`src/logic/icache_pkg.sv`:
```
// instruction cache types
`default_nettype none

package icache_pkg;

    localparam int NUM_SETS = 256;   // one set per index_t value

    typedef logic [31:0]  addr_t;    // byte address
    typedef logic [31:0]  word_t;
    typedef logic [127:0] line_t;    // word k in bits 32k+31:32k
    typedef logic [19:0]  tag_t;     // addr[31:12]
    typedef logic [7:0]   index_t;   // addr[11:4]
    typedef logic [1:0]   offset_t;  // addr[3:2]
    typedef logic         way_t;

    // addr[1:0] not kept
    typedef struct packed {
        tag_t    tag;
        index_t  index;
        offset_t offset;
    } fetch_fields_t;

    typedef struct packed {
        logic valid;
        tag_t tag;
    } tag_entry_t;

    // line write into the victim way
    typedef struct packed {
        logic       wr;
        way_t       way;
        index_t     index;
        tag_entry_t entry;
        line_t      line;
    } fill_cmd_t;

    typedef enum logic [1:0] {
        st_lookup,
        st_wait_busy,
        st_refill,
        st_fill
    } ctrl_state_t;

endpackage

`default_nettype wire
```
`src/logic/word_select.sv`:
```
// fetch word select
`timescale 1ns/1ps
`default_nettype none

module word_select (
    input  wire                         clk,
    input  wire                         arst_n,
    input  wire icache_pkg::offset_t    offset,
    input  wire                         hit,
    input  wire icache_pkg::way_t       hit_way,
    input  wire icache_pkg::line_t      line0,
    input  wire icache_pkg::line_t      line1,
    input  wire                         refill_done,
    input  wire icache_pkg::line_t      l2_line,
    output icache_pkg::word_t           fetch_word,
    output logic                        data_rdy
);

    icache_pkg::line_t src_line;
    icache_pkg::word_t src_word;
    logic              load;

    assign load = hit || refill_done;

    always_comb begin
        if (refill_done) begin
            src_line = l2_line;   // bypass the arrays on refill
        end else if (hit_way) begin
            src_line = line1;
        end else begin
            src_line = line0;
        end
        src_word = src_line[{offset, 5'b00000} +: 32];
    end

    always_ff @(posedge clk) begin
        if (load) begin
            fetch_word <= src_word;
        end
    end

    // one cycle per delivered word
    always_ff @(posedge clk or negedge arst_n) begin
        if (!arst_n) begin
            data_rdy <= 1'b0;
        end else begin
            data_rdy <= load;
        end
    end

endmodule

`default_nettype wire

```
`config.mk`:
```
export PLATFORM = sky130hd
export DESIGN_NAME = word_select
export DESIGN_NICKNAME = d
export VERILOG_FILES = /design/src/logic/icache_pkg.sv /design/src/logic/word_select.sv
export SDC_FILE = /design/constraint.sdc
export NUM_CORES = 1
export LEC_CHECK = 0
export BUFFER_PORTS_ARGS = -buffer_cell sky130_fd_sc_hd__buf_2
export CELL_PAD_IN_SITES_DETAIL_PLACEMENT = 1
export CELL_PAD_IN_SITES_GLOBAL_PLACEMENT = 1
export CORE_AREA = 10 10 156 158
export CTS_CLUSTER_SIZE = 30
export DETAILED_ROUTE_END_ITERATION = 12
export DIE_AREA = 0 0 166 168
export PLACE_DENSITY_LB_ADDON = 0.12
export RECOVER_POWER = 50
export SLEW_MARGIN = 20
export SYNTH_ARGS = -nofsm -noshare
export SYNTH_HDL_FRONTEND = slang
export SYNTH_SLANG_ARGS = --single-unit
```
`constraint.sdc`:
```
create_clock -name clk -period 1 [get_ports clk]
set_clock_uncertainty 0.05 [all_clocks]
set_input_delay 0.05 -clock clk [delete_from_list [all_inputs] [get_ports clk]]
set_output_delay 0.05 -clock clk [all_outputs]
set_load 0.01 [all_outputs]
```
After elaboration in Yosys (flattened, before gate mapping) --
Index checks and enable logic that the tools add are counted.
Storage, ports and cells: flip-flop bits (word level) 33, bits in latches 0, RAM bits 0, memory bits (read-only) 0, input bits 391, memories kept 0
Cells by class: add/sub/neg operators 0, $mul 0, divide/modulo/power cells 0, magnitude comparators 0, equal/unequal tests 0, shift operators 1, mux-type cells 2, bitwise gates (word level) 0, reductions and logical operators 1
Operators by type and width (number):
- 2-to-1 mux 128 bit | 2
- variable part select 128 x 8 -> 32 bit | 1
- logical OR 1 bit | 1

Logic depth before layout (Yosys ltp) --
depth in word-level cells 3, gate-level depth with buffers 6

Least setup slack after synthesis --
No wires, ideal clock.
path type input to register, from input hit_way, to register fetch_word[13], data pin, setup time 260 ps, data arrival time 1429 ps, setup slack -739 ps, cell stages on the path 4, cell sequence buf_1 -> mux2_2 -> mux4_2 -> mux2_2
On the way: word-level cells in the longest chain between the ends 3
Ends and longest elaborated chain:
- from (decl) | RTL line word_select.sv:10 | input wire icache_pkg::way_t hit_way,
- 2-to-1 mux 128 bit | RTL line word_select.sv:28 | end else if (hit_way) begin
- 2-to-1 mux 128 bit | RTL line word_select.sv:26 | if (refill_done) begin
- variable part select 128 x 8 -> 32 bit | RTL line word_select.sv:33 | src_word = src_line[{offset, 5'b00000} +: 32];
- net src_word[13] | RTL line word_select.sv:20 | icache_pkg::word_t src_word;
- to (signal assigned) | RTL line word_select.sv:38 | fetch_word <= src_word;
- to (decl) | RTL line word_select.sv:15 | output icache_pkg::word_t fetch_word,
The timed path passes the listed nets, and every way through them passes these cells. A chain may end at the register's enable or synchronous reset.

Worst setup path in the final report --
from input hit_way, to register fetch_word[21], data pin
Same word-level chain as after synthesis.

==> flow_summary.json <==
{
  "status": "complete, but fails checks",
  "max_freq_mhz": 683.9,
  "dp_hpwl_mm": 21.93,
  "start_util_pct": 20.33,
  "vias_per_cell": 4.709,
  "io_buffers": 423,
  "cts-root-buf": "clkbuf_16",
  "routedWlPerCell_um": 25.75,
  "fin_ws_ns": -0.4622,
  "critPathBufInv": 2,
  "synth_nets": 701,
  "synth_top_flop_cell": "edfxtp_1",
  "drtIter0Drc": 205,
  "synth.distinct_cells": 16,
  "yosysTopAreaCell": "mux4_2",
  "synthToLayoutAreaGrowth_pct": 86.26,
  "layout.cells.non_filler": 1061,
  "ant_nets": 0,
  "cp_top_family": "multiplexers",
  "drc": 0,
  "setup-tns-final_ns": -12.80,
  "critPathMaxStageDelay_ns": 0.45,
  "timing.final.crit_share_pct": 146.2,
  "grt_setup_unrepaired": "true",
  "power.density_nw_per_um2": 836.8,
  "critPathMaxFanout": 6,
  "tightest_slew_ns": 0.5843,
  "cp.required_ns": 0.98,
  "vias": 4996,
  "antenna_found_initial": 5,
  "critPathKind": "input pin to register",
  "netlist_area_sq_um": 4354,
  "cts_tree": "done",
  "syn_avg_cell_area_sq_um": 14.05,
  "min_period_ns": 1.462,
  "fin_nets": 1165,
  "postSynthCellCount": 310,
  "yosysWarnings": 0,
  "slowest_stage": "mux4_2",
  "p_leak_nw": 3.959,
  "cp-end-kind": "register",
  "layout-drive-gt1-share_pct": 84.77,
  "maxSlewViolCount": 0,
  "dieArea_sq_um": 27890,
  "cp.arrival_ns": 1.45,
  "fillCellCount": 2438,
  "hold_violations": 0,
  "cpMostUsedCell": "mux2_2",
  "drv_cap": 0,
  "gp_congestion": 0.8648,
  "grt_max_degree": 31,
  "crit_path_cell_trace": "buf_16, clkbuf_16, mux2_2, mux4_2, mux2_2",
  "grtUsageTotal_pct": 18.03,
  "clock_path_buffers": 2,
  "startpoint_type": "input pin",
  "rows": 54,
  "violations": "setup timing",
  "yosys.cell_count.top_type": "mux2_2",
  "firstDrtPassIters": 4,
  "die-width_um": 166,
  "synth_top_cell_area_share_pct": 33.10,
  "cts.clk_slew.worst_paths_ns": 0.05,
  "ys_seq_elements": 33,
  "whs_ns": 0.01374,
  "ys_top_cells_by_area": "mux4_2 33%, edfxtp_1 22%, mux2_2 19%",
  "synth_edf_count": 32,
  "fin_util_pct": 37.87,
  "numCtsBuffers": 5,
  "ios": 424,
  "htree_num_levels": 2,
  "irDropWorstVdd_mv": 0.5016,
  "grt_pass1_vias": 5950,
  "wirelength_mm": 27.32,
  "cts_sinks": 33,
  "gr-total-overflow": 0,
  "finalSetupViolCount": 32,
  "grt_pass1_wl_mm": 38.47,
  "fp.dieH_um": 168,
  "synth_common_cells": "72 x mux2_2, 64 x mux4_2, 37 x mux2_1",
  "worstHoldPathType": "input pin to async pin",
  "yosysSeqAreaShare_pct": 22.64,
  "dp_cells": 1025,
  "slew_headroom_pct": 61.05,
  "coreArea_sq_um": 21420,
  "async_reset_ff_share_pct": 3.030
}
-- path summary, 6_finish.rpt --
check	cells past startpoint	start	slack [ns]	endpoint
worst max-delay path	5	hit_way	-0.46	fetch_word[21]
worst min-delay path	2	arst_n	0.01	data_rdy
max in group asynchronous	2	arst_n	0.80	data_rdy
min in group clk	3	l2_line[10]	0.21	fetch_word[10]
-- where the power goes --
| part | switching, mW | internal [mW] | total (mW) | leakage, nW |
|---|---|---|---|---|
| Combinational | 1.24 | 2.08 | 3.33 | 3.55 |
| Sequential | 0.0552 | 1.77 | 1.82 | 0.335 |
| Clock | 0.642 | 0.996 | 1.64 | 0.0712 |
| Total | 1.94 | 4.84 | 6.79 | 3.96 |
-- placed cells by master, fill, tap and decap left out, types with 12 or more instances in the layout --
cell type    n
edfxtp_1    32
mux4_2      64
mux2_2      21
and2_1      12
mux2_1      18
mux2i_1     17
mux2_4      70
o21ai_0     17
buf_2      420
buf_4       29
o22a_1      17
-- cells by family (layout without fill, tap and decap cells) --
| family | after synthesis | in the layout | share of synthesized area (%) |
|---|---|---|---|
| mux | 190 | 190 | 65.20 |
| buf+inv | 35 | 500 | 4.195 |
| other cells | 0 | 6 | 0 |
| simple gates | 18 | 18 | 2.586 |
| flops | 33 | 33 | 22.64 |
| compound gates | 34 | 34 | 5.373 |
-- area by class of cell --
type	instances	area (sq um)	share of cell area [%]
tap	280	350.3	4.320
antenna	6	15.01	0.1851
multi-input combinational	242	3461	42.67
clock buffer	8	146.4	1.805
inverter	1	3.754	0.04628
sequential	33	985.9	12.16
timing repair buffer	491	3148	38.82
-- stage by stage --
stage	area, sq um	power [mW]	setup slack (ns)
2_1_floorplan	4384	3.250	-0.6088
3_3_place_gp	7181	4.672	-0.9220
3_5_place_dp	7181	4.735	-0.9727
4_1_cts	7746	6.724	-0.4592
5_1_grt	8105	7.182	-0.4529
6_report	8110	6.786	-0.4622
-- routing by layer --
layer  wire [um]  track usage, %  vias up
met5          13               0        -
met4         317           4.199        2
met3        1742           4.889       20
met2       15150           34.37      216
met1       10090           19.24     2512
li1            -               -     2246
-- timing repair --
action                                  in CTS  in global routing
cloned                                       8                  7
hold buffers                                 1                  0
pin swaps                                    8                 11
setup buffers                                2                  4
resized for setup                           52                 51
hold endpoints to repair                     1                  0
endpoints found under the setup margin      32                 32
-- flip-flops by register name, summed over array words and instances, names as in the netlist --
signal and flops:
data_rdy 1, fetch_word 32
Note: power is estimated with default switching activity, not from simulation.
