**config.mk**
```make
export PLATFORM = sky130hd
export DESIGN_NAME = fetch_latch
export DESIGN_NICKNAME = d
export VERILOG_FILES = /design/src/logic/icache_pkg.sv /design/src/logic/fetch_latch.sv
export SDC_FILE = /design/constraint.sdc
export NUM_CORES = 1
export LEC_CHECK = 0
export ABC_AREA = 1
export BUFFER_PORTS_ARGS = -buffer_cell sky130_fd_sc_hd__clkbuf_2
export CELL_PAD_IN_SITES_DETAIL_PLACEMENT = 1
export CELL_PAD_IN_SITES_GLOBAL_PLACEMENT = 1
export CORE_MARGIN = 2
export CORE_UTILIZATION = 35
export CTS_BUF_LIST = sky130_fd_sc_hd__clkbuf_4 sky130_fd_sc_hd__clkbuf_8
export DETAILED_ROUTE_END_ITERATION = 12
export PLACE_DENSITY_LB_ADDON = 0.1
export SLEW_MARGIN = 15
export SYNTH_ARGS = -nofsm -noshare
export SYNTH_HDL_FRONTEND = slang
export SYNTH_SLANG_ARGS = --single-unit
```
**constraint.sdc**
```tcl
create_clock -name clk -period 0.8 [get_ports clk]
set_input_delay 0.04 -clock clk [delete_from_list [all_inputs] [get_ports clk]]
set_output_delay 0.04 -clock clk [all_outputs]
set_load 0.05 [all_outputs]
```
**src/logic/icache_pkg.sv**
```systemverilog
// instruction cache types
`default_nettype none

package icache_pkg;

    localparam int NUM_SETS = 256;   // one set per index_t value

    typedef logic [31:0]  addr_t;    // byte address
    typedef logic [31:0]  word_t;
    typedef logic [127:0] line_t;    // word k in bits 32k+31:32k
    typedef logic [19:0]  tag_t;     // addr[31:12]
    typedef logic [7:0]   index_t;   // addr[11:4]
    typedef logic [1:0]   offset_t;  // addr[3:2]
    typedef logic         way_t;

    // addr[1:0] not kept
    typedef struct packed {
        tag_t    tag;
        index_t  index;
        offset_t offset;
    } fetch_fields_t;

    typedef struct packed {
        logic valid;
        tag_t tag;
    } tag_entry_t;

    // line write into the victim way
    typedef struct packed {
        logic       wr;
        way_t       way;
        index_t     index;
        tag_entry_t entry;
        line_t      line;
    } fill_cmd_t;

    typedef enum logic [1:0] {
        st_lookup,
        st_wait_busy,
        st_refill,
        st_fill
    } ctrl_state_t;

endpackage

`default_nettype wire
```
**src/logic/fetch_latch.sv**
```systemverilog
// fetch address latch
`timescale 1ns/1ps
`default_nettype none

module fetch_latch (
    input  wire                           clk,
    input  wire                           arst_n,
    input  wire                           fetch_req,
    input  wire icache_pkg::addr_t        fetch_addr,
    input  wire                           busy,
    output icache_pkg::fetch_fields_t     fetch_fields,
    output logic                          lookup
);

    logic capture;

    // requests while a lookup or miss is in flight are dropped
    assign capture = fetch_req && !busy;

    // fields stay put until the next accepted request,
    // so the arrays keep reading the same set through a miss
    always_ff @(posedge clk) begin
        if (capture) begin
            fetch_fields.tag    <= fetch_addr[31:12];
            fetch_fields.index  <= fetch_addr[11:4];
            fetch_fields.offset <= fetch_addr[3:2];
        end
    end

    // lookup strobe one cycle after the request
    always_ff @(posedge clk or negedge arst_n) begin
        if (!arst_n) begin
            lookup <= 1'b0;
        end else begin
            lookup <= capture;
        end
    end

endmodule

`default_nettype wire

```
==> flow_metrics.tcl, run 1 <==
set metrics [dict create \
    synth.top_cells.by_area "edfxtp_1, dfrtp_1, nor2_2, inv_1" \
    row_count 18 \
    cts_root_buffer "clkbuf_4" \
    stop_stage "clock tree synthesis (4_1_cts)" \
    synth-seq-area-share_pct 98.9 \
    cts_setup_buffers 0 \
    h-tree-depth 2 \
    port_buffers 64 \
    tool.error "[ERROR DPL-0033] detailed placement checks failed during check placement." \
    synthDominantCellAreaShare_pct 96.3 \
    synth_area_leader_cell "edfxtp_1" \
    syn_nets 69 \
    ios 67 \
    outcome "did not finish" \
    numCtsBuffers 5 \
    ys_seq_elements 31 \
    syn_area_sq_um 936 \
    gp_congestion 0.608 \
    holdBufCountCts 31 \
    initial_core_util_pct 37.4 \
    place_hpwl_um 1360 \
    synth_cells 33 \
    ys_types 4 \
    syn_area_per_cell_sq_um 28.4 \
    die_x_um 55.7 \
    cts.sinks 31 \
    yosysWarnings 0 \
    die_h_um 55.7 \
    post_cts_resized 62 \
    clockBufferDepth 2 \
    dpl_worst_slack_ns -0.0937 \
]
-- logic make-up after synthesis --
group,Yosys count,synth area share [%]
buffers and inverters,1,0.401
DFF,31,98.9
and+or+nand+nor,1,0.669
-- per-stage QoR --
step                      util [%]  instances  cell area (sq um)  TNS (ns)  hold WS (ns)
after floorplan                  -         33                953     -3.74        -0.256
after global placement        54.1        129               1350     -1.94        -0.184
after detailed placement      54.1        129               1350     -2.46        -0.184
-- cells in the mapped netlist --
cell	count
nor2_2	1
edfxtp_1	30
inv_1	1
dfrtp_1	1
==> inputs of run 2 (changes only) <==
==> config.mk (replaced) <==
export PLATFORM = sky130hd
export DESIGN_NAME = fetch_latch
export DESIGN_NICKNAME = d
export VERILOG_FILES = /design/src/logic/icache_pkg.sv /design/src/logic/fetch_latch.sv
export SDC_FILE = /design/constraint.sdc
export NUM_CORES = 1
export LEC_CHECK = 0
export ABC_AREA = 1
export BUFFER_PORTS_ARGS = -buffer_cell sky130_fd_sc_hd__clkbuf_2
export CORE_AREA = 2 2 63 65
export DETAILED_ROUTE_END_ITERATION = 12
export DIE_AREA = 0 0 65 67
export PLACE_DENSITY_LB_ADDON = 0.15
export SLEW_MARGIN = 15
export SYNTH_ARGS = -nofsm -noshare
export SYNTH_HDL_FRONTEND = slang
export SYNTH_SLANG_ARGS = --single-unit
==> run 2 against run 1 <==
  * The flow now finishes, with violations (setup timing)
  * Synthesized area unchanged
  * Synthesized cell count stayed put
==> flow_metrics.tcl, run 2 <==
set metrics [dict create \
    outcome "complete, but fails checks" \
    violations "setup timing" \
    row_count 22 \
    clkPwrFrac_pct 31.0 \
    clkTransAtPathRegs_ns 0.06 \
    hold_violations 0 \
    critPathSlowestCell "edfxtp_1" \
    synth_cells 33 \
    design.core.area_sq_um 3610 \
    dieArea_sq_um 4360 \
    final_cell_mix "clkbuf_2, dlygate4sd3_1, edfxtp_1" \
    synth_area_leader_cell "edfxtp_1" \
    gr-total-overflow 0 \
    initial_core_util_pct 26.0 \
    viasPerCell 3.83 \
    syn_area_per_cell_sq_um 28.4 \
    largest_register_ffs 30 \
    dpl_worst_slack_ns -0.0715 \
    crit_chain "buf_8" \
    switching_share_pct 25.2 \
    drtIter0Drc 10 \
    pwr-share-comb_pct 21.8 \
    syn_nets 69 \
    final_common_cell "clkbuf_2" \
    crit_type "reg -> out" \
    place_hpwl_um 1410 \
    synth_edf_count 30 \
    synthTopCellsByCount "edfxtp_1, dfrtp_1, inv_1, nor2_2" \
    dr.pass1.iters 4 \
    synth-seq-area-share_pct 98.9 \
    ys_seq_elements 31 \
    cts.sinks 31 \
    async_flop_share_pct 3.23 \
    synth.top_cells.by_area "edfxtp_1, dfrtp_1, nor2_2, inv_1" \
    slew_headroom_pct 89.8 \
    worst_slew_pin_slew_ns 0.154 \
    finalCritPeriodShare_pct 113 \
    postRouteAntennaNets 0 \
    max_cap_viol_count 0 \
    port_buffers 64 \
    ys.flop_type "edfxtp_1" \
    hp-class "in -> async" \
    nNetsFinal 173 \
    wl_per_cell_um 12.3 \
    vias 712 \
    powerDensity_nw_per_um2 2000 \
    fin_ws_ns -0.101 \
    h-tree-depth 2 \
    endpoint_kind "primary output" \
    p_int_w 0.00310 \
    cp_max_fo 1 \
    ys_types 4 \
    crit_buf_inv 1 \
    p_total_w 0.00414 \
    pwr-share-seq_pct 47.2 \
    antenna_found_initial 0 \
    clockBufferDepth 2 \
    grt_first_pass_wirelength_um 3590 \
    die_x_um 65 \
    reg_top3 "fetch_fields: 30 flops, lookup: 1 flops" \
    cts_root_buffer "clkbuf_8" \
    critPathRequiredTime_ns 0.76 \
    cp_top_family "flip-flops" \
    ios 67 \
    cts_setup_buffers 0 \
    min_period_ns 0.901 \
    critPathArrivalTime_ns 0.86 \
    synth.most_common_cell "edfxtp_1" \
    wl_um 2290 \
    grt_max_degree 17 \
    yosysWarnings 0 \
    drive_above_1_share_pct 54.3 \
    holdWs_ns 0.0731 \
    post-route-drc-count 0 \
    rsz0062_at_grt "yes" \
    ir_drop_mv 0.967 \
    cpPeakStageDelay_ns 0.42 \
    numCtsBuffers 5 \
    synthDominantCellAreaShare_pct 96.3 \
    setup_viol 31 \
    cp-start-kind "flip-flop" \
    grt_pass1_vias 752 \
    grt_use_total_pct 12.0 \
    drv_slew 0 \
    gp_congestion 0.722 \
    fmax_mhz 1110 \
    nFillCells 295 \
    p_switching_w 0.00104 \
    p_leak_nw 0.865 \
    die_h_um 67 \
    areaGrowthSynthToFinish_pct 121 \
    syn_area_sq_um 936 \
    n_antenna_cell 0 \
    top_register "fetch_fields" \
    cts_tree "yes" \
    totalNegativeSetupSlack_ns -2.42 \
]
-- run 2: final cells by class --
type | instances | area, sq um | share of cell area (%)
inverters | 1 | 16.3 | 0.786
flip-flops and latches | 31 | 926 | 44.8
multi-input cells | 1 | 11.3 | 0.544
clock buffers | 8 | 100 | 4.84
repair buffers | 97 | 955 | 46.2
well taps | 48 | 60.1 | 2.90
-- run 2: logic make-up (layout without fill, tap and decap cells) --
kind of cell	count (synthesis)	after routing	share of synthesized area (%)
buffers and inverters	1	106	0.401
and+or+nand+nor	1	1	0.669
DFF	31	31	98.9
-- run 2: power by group through the flow --
stage                     logic (W)  registers, W  clock network, W
after floorplan           0.0000291       0.00234                 0
after global placement     0.000613       0.00196                 0
after detailed placement   0.000613       0.00196                 0
after CTS                  0.000885       0.00195           0.00133
after global routing       0.000939       0.00197           0.00139
final                      0.000903       0.00196           0.00129
-- run 2: repair_timing --
action	in CTS	in global routing
endpoints found under the setup margin	31	31
gates resized for setup	62	10
hold endpoints to repair	31	0
hold buffers	31	0
-- run 2: routing by layer --
metal	vias up	wire [um]	global-route usage (%)
met5	-	0	0
met4	0	53	5.05
met3	5	224	6.25
met2	48	1310	22.7
met1	323	708	10.4
li1	336	-	-
-- run 2: path summary, 6_finish.rpt --
kind                                            start          endpoint  slack (ns)  depth (start not counted)
worst max-delay path       fetch_fields[13]$_DFFE_PP_  fetch_fields[13]       -0.10                          1
worst min-delay path                           arst_n  lookup$_DFF_PN0_        0.07                          2
max in group asynchronous                      arst_n  lookup$_DFF_PN0_        0.64                          2
min in group clk                                 busy  lookup$_DFF_PN0_        0.11                          3
-- run 2: stage by stage --
stage / instances / area [sq um] / util (%)
3_3_place_gp: 147 / 1370 / 38.1
4_1_cts: 186 / 2060 / 57.0
6_report: 186 / 2070 / 57.4
3_5_place_dp: 147 / 1370 / 38.1
2_1_floorplan: 33 / 953 / -
5_1_grt: 186 / 2070 / 57.4
No activity file was read; power rests on OpenSTA's default activity.
