--- src/logic/icache_pkg.sv ---
// instruction cache types
`default_nettype none

package icache_pkg;

    localparam int NUM_SETS = 256;   // one set per index_t value

    typedef logic [31:0]  addr_t;    // byte address
    typedef logic [31:0]  word_t;
    typedef logic [127:0] line_t;    // word k in bits 32k+31:32k
    typedef logic [19:0]  tag_t;     // addr[31:12]
    typedef logic [7:0]   index_t;   // addr[11:4]
    typedef logic [1:0]   offset_t;  // addr[3:2]
    typedef logic         way_t;

    // addr[1:0] not kept
    typedef struct packed {
        tag_t    tag;
        index_t  index;
        offset_t offset;
    } fetch_fields_t;

    typedef struct packed {
        logic valid;
        tag_t tag;
    } tag_entry_t;

    // line write into the victim way
    typedef struct packed {
        logic       wr;
        way_t       way;
        index_t     index;
        tag_entry_t entry;
        line_t      line;
    } fill_cmd_t;

    typedef enum logic [1:0] {
        st_lookup,
        st_wait_busy,
        st_refill,
        st_fill
    } ctrl_state_t;

endpackage

`default_nettype wire
--- src/logic/icache_ctrl.sv ---
// cache hit check and miss control
`timescale 1ns/1ps
`default_nettype none

module icache_ctrl (
    input  wire                             clk,
    input  wire                             arst_n,
    input  wire                             lookup,
    input  wire icache_pkg::fetch_fields_t  fetch_fields,
    input  wire icache_pkg::tag_entry_t     tag0,
    input  wire icache_pkg::tag_entry_t     tag1,
    input  wire icache_pkg::way_t           lru,
    input  wire                             l2_rdy,
    input  wire icache_pkg::line_t          l2_line,
    input  wire                             l2_busy,
    output logic                            l2_req,
    output icache_pkg::addr_t               l2_addr,
    output logic                            miss_stall,
    output logic                            busy,
    output icache_pkg::fill_cmd_t           fill_cmd,
    output logic                            touch,
    output icache_pkg::way_t                touch_way,
    output logic                            hit,
    output icache_pkg::way_t                hit_way,
    output logic                            refill_done
);

    icache_pkg::ctrl_state_t state_q;
    icache_pkg::ctrl_state_t state_d;
    icache_pkg::way_t        victim_c;
    icache_pkg::way_t        victim_q;   // held for the fill
    logic                    hit0;
    logic                    hit1;
    logic                    miss;
    logic                    do_fill;

    // tag compare, qualified by valid
    assign hit0 = tag0.valid && (tag0.tag == fetch_fields.tag);
    assign hit1 = tag1.valid && (tag1.tag == fetch_fields.tag);
    assign hit_way = hit0 ? 1'b0 : 1'b1;

    assign miss = lookup && !(hit0 || hit1) && (state_q == icache_pkg::st_lookup);

    // empty way first, way 0 before way 1, then lru
    always_comb begin
        if (!tag0.valid) begin
            victim_c = 1'b0;
        end else if (!tag1.valid) begin
            victim_c = 1'b1;
        end else begin
            victim_c = lru;
        end
    end

    always_comb begin
        state_d = state_q;
        l2_req  = 1'b0;
        hit     = 1'b0;
        do_fill = 1'b0;
        case (state_q)
            icache_pkg::st_lookup: begin
                if (lookup) begin
                    if (hit0 || hit1) begin
                        hit = 1'b1;
                    end else if (l2_busy) begin
                        state_d = icache_pkg::st_wait_busy;
                    end else begin
                        l2_req  = 1'b1;   // straight to refill
                        state_d = icache_pkg::st_refill;
                    end
                end
            end
            icache_pkg::st_wait_busy: begin
                if (!l2_busy) begin
                    l2_req  = 1'b1;
                    state_d = icache_pkg::st_refill;
                end
            end
            icache_pkg::st_refill: begin
                // line written in the cycle it arrives
                if (l2_rdy) begin
                    do_fill = 1'b1;
                    state_d = icache_pkg::st_fill;
                end
            end
            icache_pkg::st_fill: begin
                state_d = icache_pkg::st_lookup;   // word leaves this cycle
            end
            default: begin
                state_d = icache_pkg::st_lookup;
            end
        endcase
    end

    always_ff @(posedge clk or negedge arst_n) begin
        if (!arst_n) begin
            state_q <= icache_pkg::st_lookup;
        end else begin
            state_q <= state_d;
        end
    end

    // arrays are stable through the miss, victim taken at lookup
    always_ff @(posedge clk or negedge arst_n) begin
        if (!arst_n) begin
            victim_q <= 1'b0;
        end else if (miss) begin
            victim_q <= victim_c;
        end
    end

    // stall covers the whole level-2 wait
    assign miss_stall = (state_q == icache_pkg::st_wait_busy) ||
                        (state_q == icache_pkg::st_refill);

    // keeps the fetch fields frozen
    assign busy = lookup || miss_stall;

    assign l2_addr = {fetch_fields.tag, fetch_fields.index, 4'b0000};   // line aligned

    assign refill_done = do_fill;
    assign touch       = hit || do_fill;
    assign touch_way   = do_fill ? victim_q : hit_way;

    always_comb begin
        fill_cmd.wr          = do_fill;
        fill_cmd.way         = victim_q;
        fill_cmd.index       = fetch_fields.index;
        fill_cmd.entry.valid = 1'b1;
        fill_cmd.entry.tag   = fetch_fields.tag;
        fill_cmd.line        = l2_line;
    end

endmodule

`default_nettype wire

--- config.mk ---
export PLATFORM = sky130hd
export DESIGN_NAME = icache_ctrl
export DESIGN_NICKNAME = d
export VERILOG_FILES = /design/src/logic/icache_pkg.sv /design/src/logic/icache_ctrl.sv
export SDC_FILE = /design/constraint.sdc
export NUM_CORES = 1
export LEC_CHECK = 0
export BUFFER_PORTS_ARGS = -buffer_cell sky130_fd_sc_hd__clkbuf_2
export CORE_AREA = 2 2 156 158
export DETAILED_ROUTE_END_ITERATION = 12
export DIE_AREA = 0 0 158 160
export GPL_ROUTABILITY_DRIVEN = 0
export SYNTH_ARGS = -nofsm -noshare
export SYNTH_HDL_FRONTEND = slang
export SYNTH_SLANG_ARGS = --single-unit
--- constraint.sdc ---
create_clock -name clk -period 2.9 [get_ports clk]
set_input_delay 0.58 -clock clk [delete_from_list [all_inputs] [get_ports clk]]
set_output_delay 0.58 -clock clk [all_outputs]
set_load 0.005 [all_outputs]
== After elaboration in Yosys (flattened, before gate mapping) ==
Cells that the tools add are included.

* Input port bits: 206
* Register bits after elaboration: 3
* Word-level logic and storage cells: 41
* Output and inout bits: 199

* Mux-type cells: 19
* Reductions and logical operators: 11
* Eq/ne operators: 9

{| class="wikitable"
|+ Operators by type and width
! operator !! number
|-
| $eq 20x20->1 || 2
|-
| $mux 1 || 12
|-
| $mux 2 || 5
|-
| $ne 2x2->1 const B || 4
|-
| $pmux 2 s4 || 1
|-
| $eq 2x2->1 const B || 2
|-
| $logic_and 1x1->1 || 4
|-
| $logic_or 1x1->1 || 4
|-
| $reduce_and 4->1 || 1
|-
| $eq 2x1->1 const B || 1
|-
| $logic_not 2->1 || 1
|-
| $pmux 1 s2 || 1
|-
| $logic_not 1->1 || 1
|}

== Depth between registers and ports, before layout ==
Gate-level depths: netlist of the first run.

* Depth after elaboration: 7
* Mapped depth: 6
* Depth with buffers taken out: 6

== Least setup slack after synthesis of the first run ==
Ideal clock, no wire load.

* Path type: in2out
* Start: input port tag0[9] in the netlist's numbering
* End: output port l2_req
* Required time: 2320 ps
* Path buffers: 0
* Stages on the path: 6
* Arrival time: 1537 ps
* Slack: 783 ps
* Cell sequence: xnor2_1 nand4_1 nor4_4 a22oi_1 nand3_2 a21oi_1

* Cells in the longest elaborated chain, start to end: 6

{| class="wikitable"
|+ RTL lines
! item !! line !! RTL
|-
| from (decl) || icache_ctrl.sv:10 || <nowiki>input wire icache_pkg::tag_entry_t tag0,</nowiki>
|-
| $eq 20x20->1 || icache_ctrl.sv:38 || <nowiki>assign hit0 = tag0.valid && (tag0.tag == fetch_fields.tag);</nowiki>
|-
| $logic_and 1x1->1 || icache_ctrl.sv:38 ||
|-
| $logic_or 1x1->1 || icache_ctrl.sv:63 || <nowiki>if (hit0 || hit1) begin</nowiki>
|-
| $mux 1 || icache_ctrl.sv:63 ||
|-
| $mux 1 || icache_ctrl.sv:62 || <nowiki>if (lookup) begin</nowiki>
|-
| $pmux 1 s2 || icache_ctrl.sv:60 || <nowiki>case (state_q)</nowiki>
|-
| to (decl) || icache_ctrl.sv:16 || <nowiki>output logic l2_req,</nowiki>
|}

Every way passes these cells.

== Final worst setup path of the first run ==
* Start: input port fetch_fields[14] in the netlist's numbering
* End: output port l2_req

* Cells in the longest elaborated chain, start to end: 6
* Elaborated cells between the ends (all ways): 8
* Those cells by class: eq/ne: 2; mux: 3; reduce/logical: 3

{| class="wikitable"
|+ RTL lines
! item !! line !! RTL
|-
| from (decl) || icache_ctrl.sv:9 || <nowiki>input wire icache_pkg::fetch_fields_t fetch_fields,</nowiki>
|-
| $eq 20x20->1 (on tied branches) || icache_ctrl.sv:38, icache_ctrl.sv:39 ||
|-
| $logic_and 1x1->1 (on tied branches) || icache_ctrl.sv:38, icache_ctrl.sv:39 ||
|-
| $logic_or 1x1->1 (*) || icache_ctrl.sv:63 ||
|-
| $mux 1 (*) || icache_ctrl.sv:63 ||
|-
| $mux 1 (*) || icache_ctrl.sv:62 ||
|-
| $pmux 1 s2 (*) || icache_ctrl.sv:60 ||
|}

Every way passes the cells marked *; elsewhere a longest branch is shown, timed or not.

==> results.sh, run 1 <==
export IMPL_status="finished clean"
export IMPL_rsz0062_at_grt="no"
export IMPL_port_buffers=117
export IMPL_path_common_cell="clkbuf_2"
export IMPL_seq_area_frac_synth_pct=3.401
export IMPL_fin_tns_setup_ns=0
export IMPL_drive_gt1_share_pct=60.27
export IMPL_cts_setup_buffers=0
export IMPL_p_switching_mw=0.2635
export IMPL_drv_cap=0
export IMPL_fin_crit_ns=2.691
export IMPL_required_ns=2.32
export IMPL_pwr_share_clk_pct=30.6
export IMPL_die_y_um=160
export IMPL_start_util_pct=9.266
export IMPL_track_usage_pct=5.975
export IMPL_power_leakage_nw=0.8517
export IMPL_grt_pass1_wl_um=10070
export IMPL_viasPerCell=2.460
export IMPL_die_w_um=158
export IMPL_fillerInstances=2847
export IMPL_wl_per_cell_um=14.68
export IMPL_area_growth_pct=-14.63
export IMPL_antenna_found_initial=1
export IMPL_synthArstFlopShare_pct=100.0
export IMPL_dominantRegCellSynth="dfrtp_1"
export IMPL_finalCritPeriodShare_pct=92.78
export IMPL_yosys_top_cells_area="buf_4, xnor2_1, dfrtp_1"
export IMPL_maxSlewViolCount=0
export IMPL_yosys_area_top_type="buf_4"
export IMPL_syn_area_um2=2207
export IMPL_rows=57
export IMPL_multiInputGateArea_um2=686.9
export IMPL_clock_skew_ns=0.00003388
export IMPL_path_buf_inv=3
export IMPL_max_freq_mhz=371.7
export IMPL_final_common_cell="clkbuf_2"
export IMPL_antenna_cells=0
export IMPL_final_util_pct=7.910
export IMPL_holdBufCountCts=0
export IMPL_io_pins=405
export IMPL_pwr_share_comb_pct=58.1
export IMPL_avgSynthCellArea_um2=7.772
export IMPL_hold_viol=0
export IMPL_crit_chain="clkbuf_2 > xnor2_1 > nand3_1 > nor4_4 > buf_4 > a22oi_1 > nand3_2 > a21oi_1 > clkbuf_2"
export IMPL_route_vias_total=1336
export IMPL_yosys_warnings=0
export IMPL_swShare_pct=37.37
export IMPL_clk_pin_slew_ns=0.03
export IMPL_first_iter_violations=52
export IMPL_overflow=0
export IMPL_core_area_um2=23820
export IMPL_clock_latency_ns=0.22
export IMPL_synth_seq_cells=3
export IMPL_synth_top_cell_area_share_pct=64.97
export IMPL_hp_class="input port to async pin"
export IMPL_critPathLaunchType="input port"
export IMPL_clock_path_buffers=2
export IMPL_final_antenna_net_count=0
export IMPL_pwr_share_seq_pct=11.3
export IMPL_final_seq_area_um2=75.07
export IMPL_wl_um=7972
export IMPL_vdd_drop_max_mv=0.1702
export IMPL_post_cts_resized=0
export IMPL_final_cell_mix="clkbuf_2, xnor2_1, inv_1"
export IMPL_cp_top_family="compound AO/OA/AOI/OAI gates"
export IMPL_first_pass_iters=4
export IMPL_grt_pass1_vias=1396
export IMPL_hold_slack_ns=0.1488
export IMPL_cp_max_fo=4
export IMPL_critical_path_class="input port to output pin"
export IMPL_p_int_mw=0.4417
export IMPL_setup_viol_count_final=0
export IMPL_crit_path_end_kind="output pin"
export IMPL_critPathSlowestCell="a22oi_1"
export IMPL_cts_tree="done"
export IMPL_die_area_um2=25280
export IMPL_synth_edf_count=0
export IMPL_nets=429
export IMPL_cpPeakStageDelay_ns=0.38
export IMPL_cts_made_buffers=3
export IMPL_ys_types=25
export IMPL_netlist_instances=284
export IMPL_cts_sinks=3
export IMPL_root_buffer="clkbuf_16"
export IMPL_power_density_nw_per_um2=374.2
export IMPL_remaining_drc_errors=0
export IMPL_grt_max_degree=5
export IMPL_dpl_hpwl_um=7270
export IMPL_cp_data_arrival_time_ns=2.11
export IMPL_cts_htree_levels=1
[metal layers]
layer,share of wire [%],vias up,global-route usage (%)
met5,0.15,-,0
met4,11,2,6.183
met3,18,86,4.125
met2,40,155,8.261
met1,32,530,5.607
li1,-,563,-
[flip-flops by register name, summed over array words and instances (netlist names)]
signal and flops:
state_q 2, victim_q 1
[metrics by stage]
step                power, mW  instances  setup WS, ns  instance area (um^2)
floorplan              0.5140        287        0.7832                  2218
global placement       0.4818        539       0.08101                  1790
detailed placement     0.4963        539       0.05189                  1790
CTS                    0.7169        543       0.05327                  1869
global route           0.7682        543       0.02558                  1884
finish                 0.7052        543        0.2094                  1884
[cell usage after synthesis (2+ instances only)]
master / instances
nor2_1: 3
conb_1: 2
mux2i_1: 4
xor2_1: 5
nand4_1: 7
xnor2_1: 35
a22oi_1: 2
buf_4: 191
nor4_4: 2
nand2_1: 2
a21oi_1: 3
ha_1: 3
inv_1: 10
dfrtp_1: 3
nand3_1: 2
[area by class of cell]
type	instances	area share, %
Multi-Input combinational cell	83	36.45
Inverter	10	1.992
Tap cell	324	21.51
Clock buffer	4	4.183
Sequential cell	3	3.984
Timing Repair Buffer	119	31.87
[worst paths after layout]
kind                       depth (start not counted)  slack, ns          to             start
setup / recovery                                   9       0.21      l2_req  fetch_fields[14]
hold / removal                                     1       0.15    victim_q            arst_n
setup reg to reg                                   5       1.57  state_q[0]        state_q[0]
hold reg to reg                                    2       0.57    victim_q          victim_q
max in group asynchronous                          1       2.64  state_q[0]            arst_n
min in group clk                                   2       0.57    victim_q          victim_q
[power by group through the flow]
stage                     registers (mW)  clock network [mW]  logic [mW]
after global placement            0.0781                   0       0.404
after global routing              0.0823               0.226       0.459
after CTS                         0.0800               0.220       0.417
after floorplan                   0.0746                   0       0.439
after detailed placement          0.0804                   0       0.416
final                             0.0794               0.216       0.410
[cells by family after synthesis]
kind of cell | Yosys count | synth area share, %
other | 2 | 0.3403
XOR/XNOR | 40 | 15.87
adder cells (fa/ha/maj) | 3 | 1.701
flip-flops | 3 | 3.401
AO/OA/AOI/OAI | 9 | 2.890
buffers and inverters | 201 | 66.67
multiplexers | 4 | 1.814
AND/OR/NAND/NOR | 22 | 7.313
No activity file was read; power rests on OpenSTA's default activity.
==> run 2, diff against run 1 <==
- RECOVER_POWER: default -> 100
==> run 2 against run 1 <==
Power fell by 1.9%. Worst setup slack got worse by 0.018 ns. Clock-buffer cell count did not move. Critical path depth fell by 2. Sequential power barely moved. Cell area fell by 1.9%. Register-to-register slack got worse by 0.15 ns. Sequential share of layout area rose by 0.075 points. Global-route usage did not move.
==> results.sh, run 2 (synthesis results as in run 1) <==
export IMPL_grt_pass1_wl_um=10070
export IMPL_final_cell_mix="clkbuf_2, xnor2_1, clkbuf_1"
export IMPL_clk_pin_slew_ns=0.03
export IMPL_viasPerCell=2.468
export IMPL_required_ns=2.32
export IMPL_power_density_nw_per_um2=373.9
export IMPL_regToRegStartpoint="state_q[0]"
export IMPL_cp_data_arrival_time_ns=2.13
export IMPL_fin_tns_setup_ns=0
export IMPL_largest_register="state_q"
export IMPL_antenna_found_initial=1
export IMPL_grt_max_degree=5
export IMPL_gr_max_usage_layer="met2"
export IMPL_cts_setup_buffers=0
export IMPL_fillerInstances=2858
export IMPL_drv_cap=0
export IMPL_maxSlewViolCount=0
export IMPL_cp_max_fo=4
export IMPL_nets=429
export IMPL_area_growth_pct=-16.21
export IMPL_critPathSlowestCell="nor4_4"
export IMPL_hp_class="input port to async pin"
export IMPL_max_freq_mhz=369.2
export IMPL_clock_path_buffers=2
export IMPL_first_pass_iters=4
export IMPL_final_antenna_net_count=0
export IMPL_die_w_um=158
export IMPL_crit_start="fetch_fields[28]"
export IMPL_rows=57
export IMPL_dpl_hpwl_um=7270
export IMPL_largest_reg_flops=2
export IMPL_critical_path_class="input port to output pin"
export IMPL_reg_largest_list="state_q (2), victim_q (1)"
export IMPL_first_iter_violations=43
export IMPL_core_area_um2=23820
export IMPL_clock_latency_ns=0.22
export IMPL_gr_usage_met1_pct=5.607
export IMPL_cpPeakStageDelay_ns=0.38
export IMPL_root_buffer="clkbuf_16"
export IMPL_final_seq_area_um2=75.07
export IMPL_finalCritPeriodShare_pct=93.41
export IMPL_multiInputGateArea_um2=681.9
export IMPL_io_pins=405
export IMPL_use_met2_pct=8.261
export IMPL_drive_gt1_share_pct=49.32
export IMPL_antenna_cells=0
export IMPL_critPathLaunchType="input port"
export IMPL_route_vias_total=1340
export IMPL_status="finished clean"
export IMPL_track_usage_pct=5.975
export IMPL_use_met3_pct=4.125
export IMPL_rsz0062_at_grt="no"
export IMPL_setup_viol_count_final=0
export IMPL_fin_crit_ns=2.709
export IMPL_cts_tree="done"
export IMPL_wl_per_cell_um=14.72
export IMPL_die_area_um2=25280
export IMPL_vdd_drop_max_mv=0.1682
export IMPL_post_place_ws_ns=0.05189
export IMPL_port_buffers=117
export IMPL_final_util_pct=7.763
export IMPL_grt_pass1_vias=1396
export IMPL_remaining_drc_errors=0
export IMPL_crit_path_end_kind="output pin"
export IMPL_start_util_pct=9.266
export IMPL_layout_setup_ws_ns=0.1911
export IMPL_cts_made_buffers=3
export IMPL_die_y_um=160
export IMPL_cts_htree_levels=1
export IMPL_wl_um=7992
export IMPL_overflow=0
export IMPL_final_common_cell="clkbuf_2"
export IMPL_crit_chain="clkbuf_1 > xnor2_2 > nand4_1 > nor4_4 > a22oi_1 > o21ai_0 > clkbuf_2"
export IMPL_hold_viol=0
export IMPL_power_leakage_nw=0.7818
export IMPL_clock_skew_ns=0.00003388
export IMPL_cts_sinks=3
[run 2: changes by cell type in the layout (fill, tap and decap cells not counted), sizes merged]
cell    before  now
buf          2    1
clkbuf     121  122
[run 2: report_power, final]
group	leakage [nW]	switching [mW]	internal (mW)	total [mW]
Sequential	0.0365	0.0151	0.0646	0.0797
Combinational	0.707	0.210	0.186	0.396
Clock	0.0382	0.0348	0.181	0.216
[run 2: through the flow]
step / std cells / power (mW) / hold slack (ns) / instance area [um^2]
2_1_floorplan: 287 / 0.5140 / 0.2844 / 2218
3_3_place_gp: 539 / 0.4818 / 0.3783 / 1790
3_5_place_dp: 539 / 0.4963 / 0.3808 / 1790
4_1_cts: 543 / 0.7169 / 0.1485 / 1869
5_1_grt: 543 / 0.7540 / 0.1728 / 1849
6_report: 543 / 0.6915 / 0.1602 / 1849
[run 2: cell type report]
class                           count  share of cell area, %
Timing Repair Buffer              119                  30.85
Multi-Input combinational cell     83                  36.87
Sequential cell                     3                  4.060
Clock buffer                        4                  4.263
Inverter                           10                  2.030
Tap cell                          324                  21.92
[run 2: path summary, 6_finish.rpt]
check	endpoint	slack [ns]	cells after the start
hold reg to reg	victim_q	0.57	2
setup / recovery	touch	0.19	7
setup reg to reg	state_q[0]	1.42	5
min in group clk	victim_q	0.57	2
hold / removal	victim_q	0.16	1
max in group asynchronous	state_q[0]	2.59	1
[run 2: worst max-delay path: cells and delay by family]
| family | cells | cell delay [ns] |
|---|---|---|
| and+or+nand+nor | 2 | 0.55 |
| buffers and inverters | 2 | 0.38 |
| AOI/OAI and AO/OA | 2 | 0.41 |
| xor gates and xnor gates | 1 | 0.19 |
[run 2: repair_timing]
| action | 4_1_cts | 5_1_grt |
|---|---|---|
| setup endpoints to repair | 0 | 1 |
| resized for setup | 0 | 2 |
| hold buffers | 0 | 0 |
[run 2: per-layer routing]
metal  vias up  part of all wire (%)
li1        562                     -
met1       537                    32
met2       153                    40
met3        86                    18
met4         2                    11
met5         -                  0.15
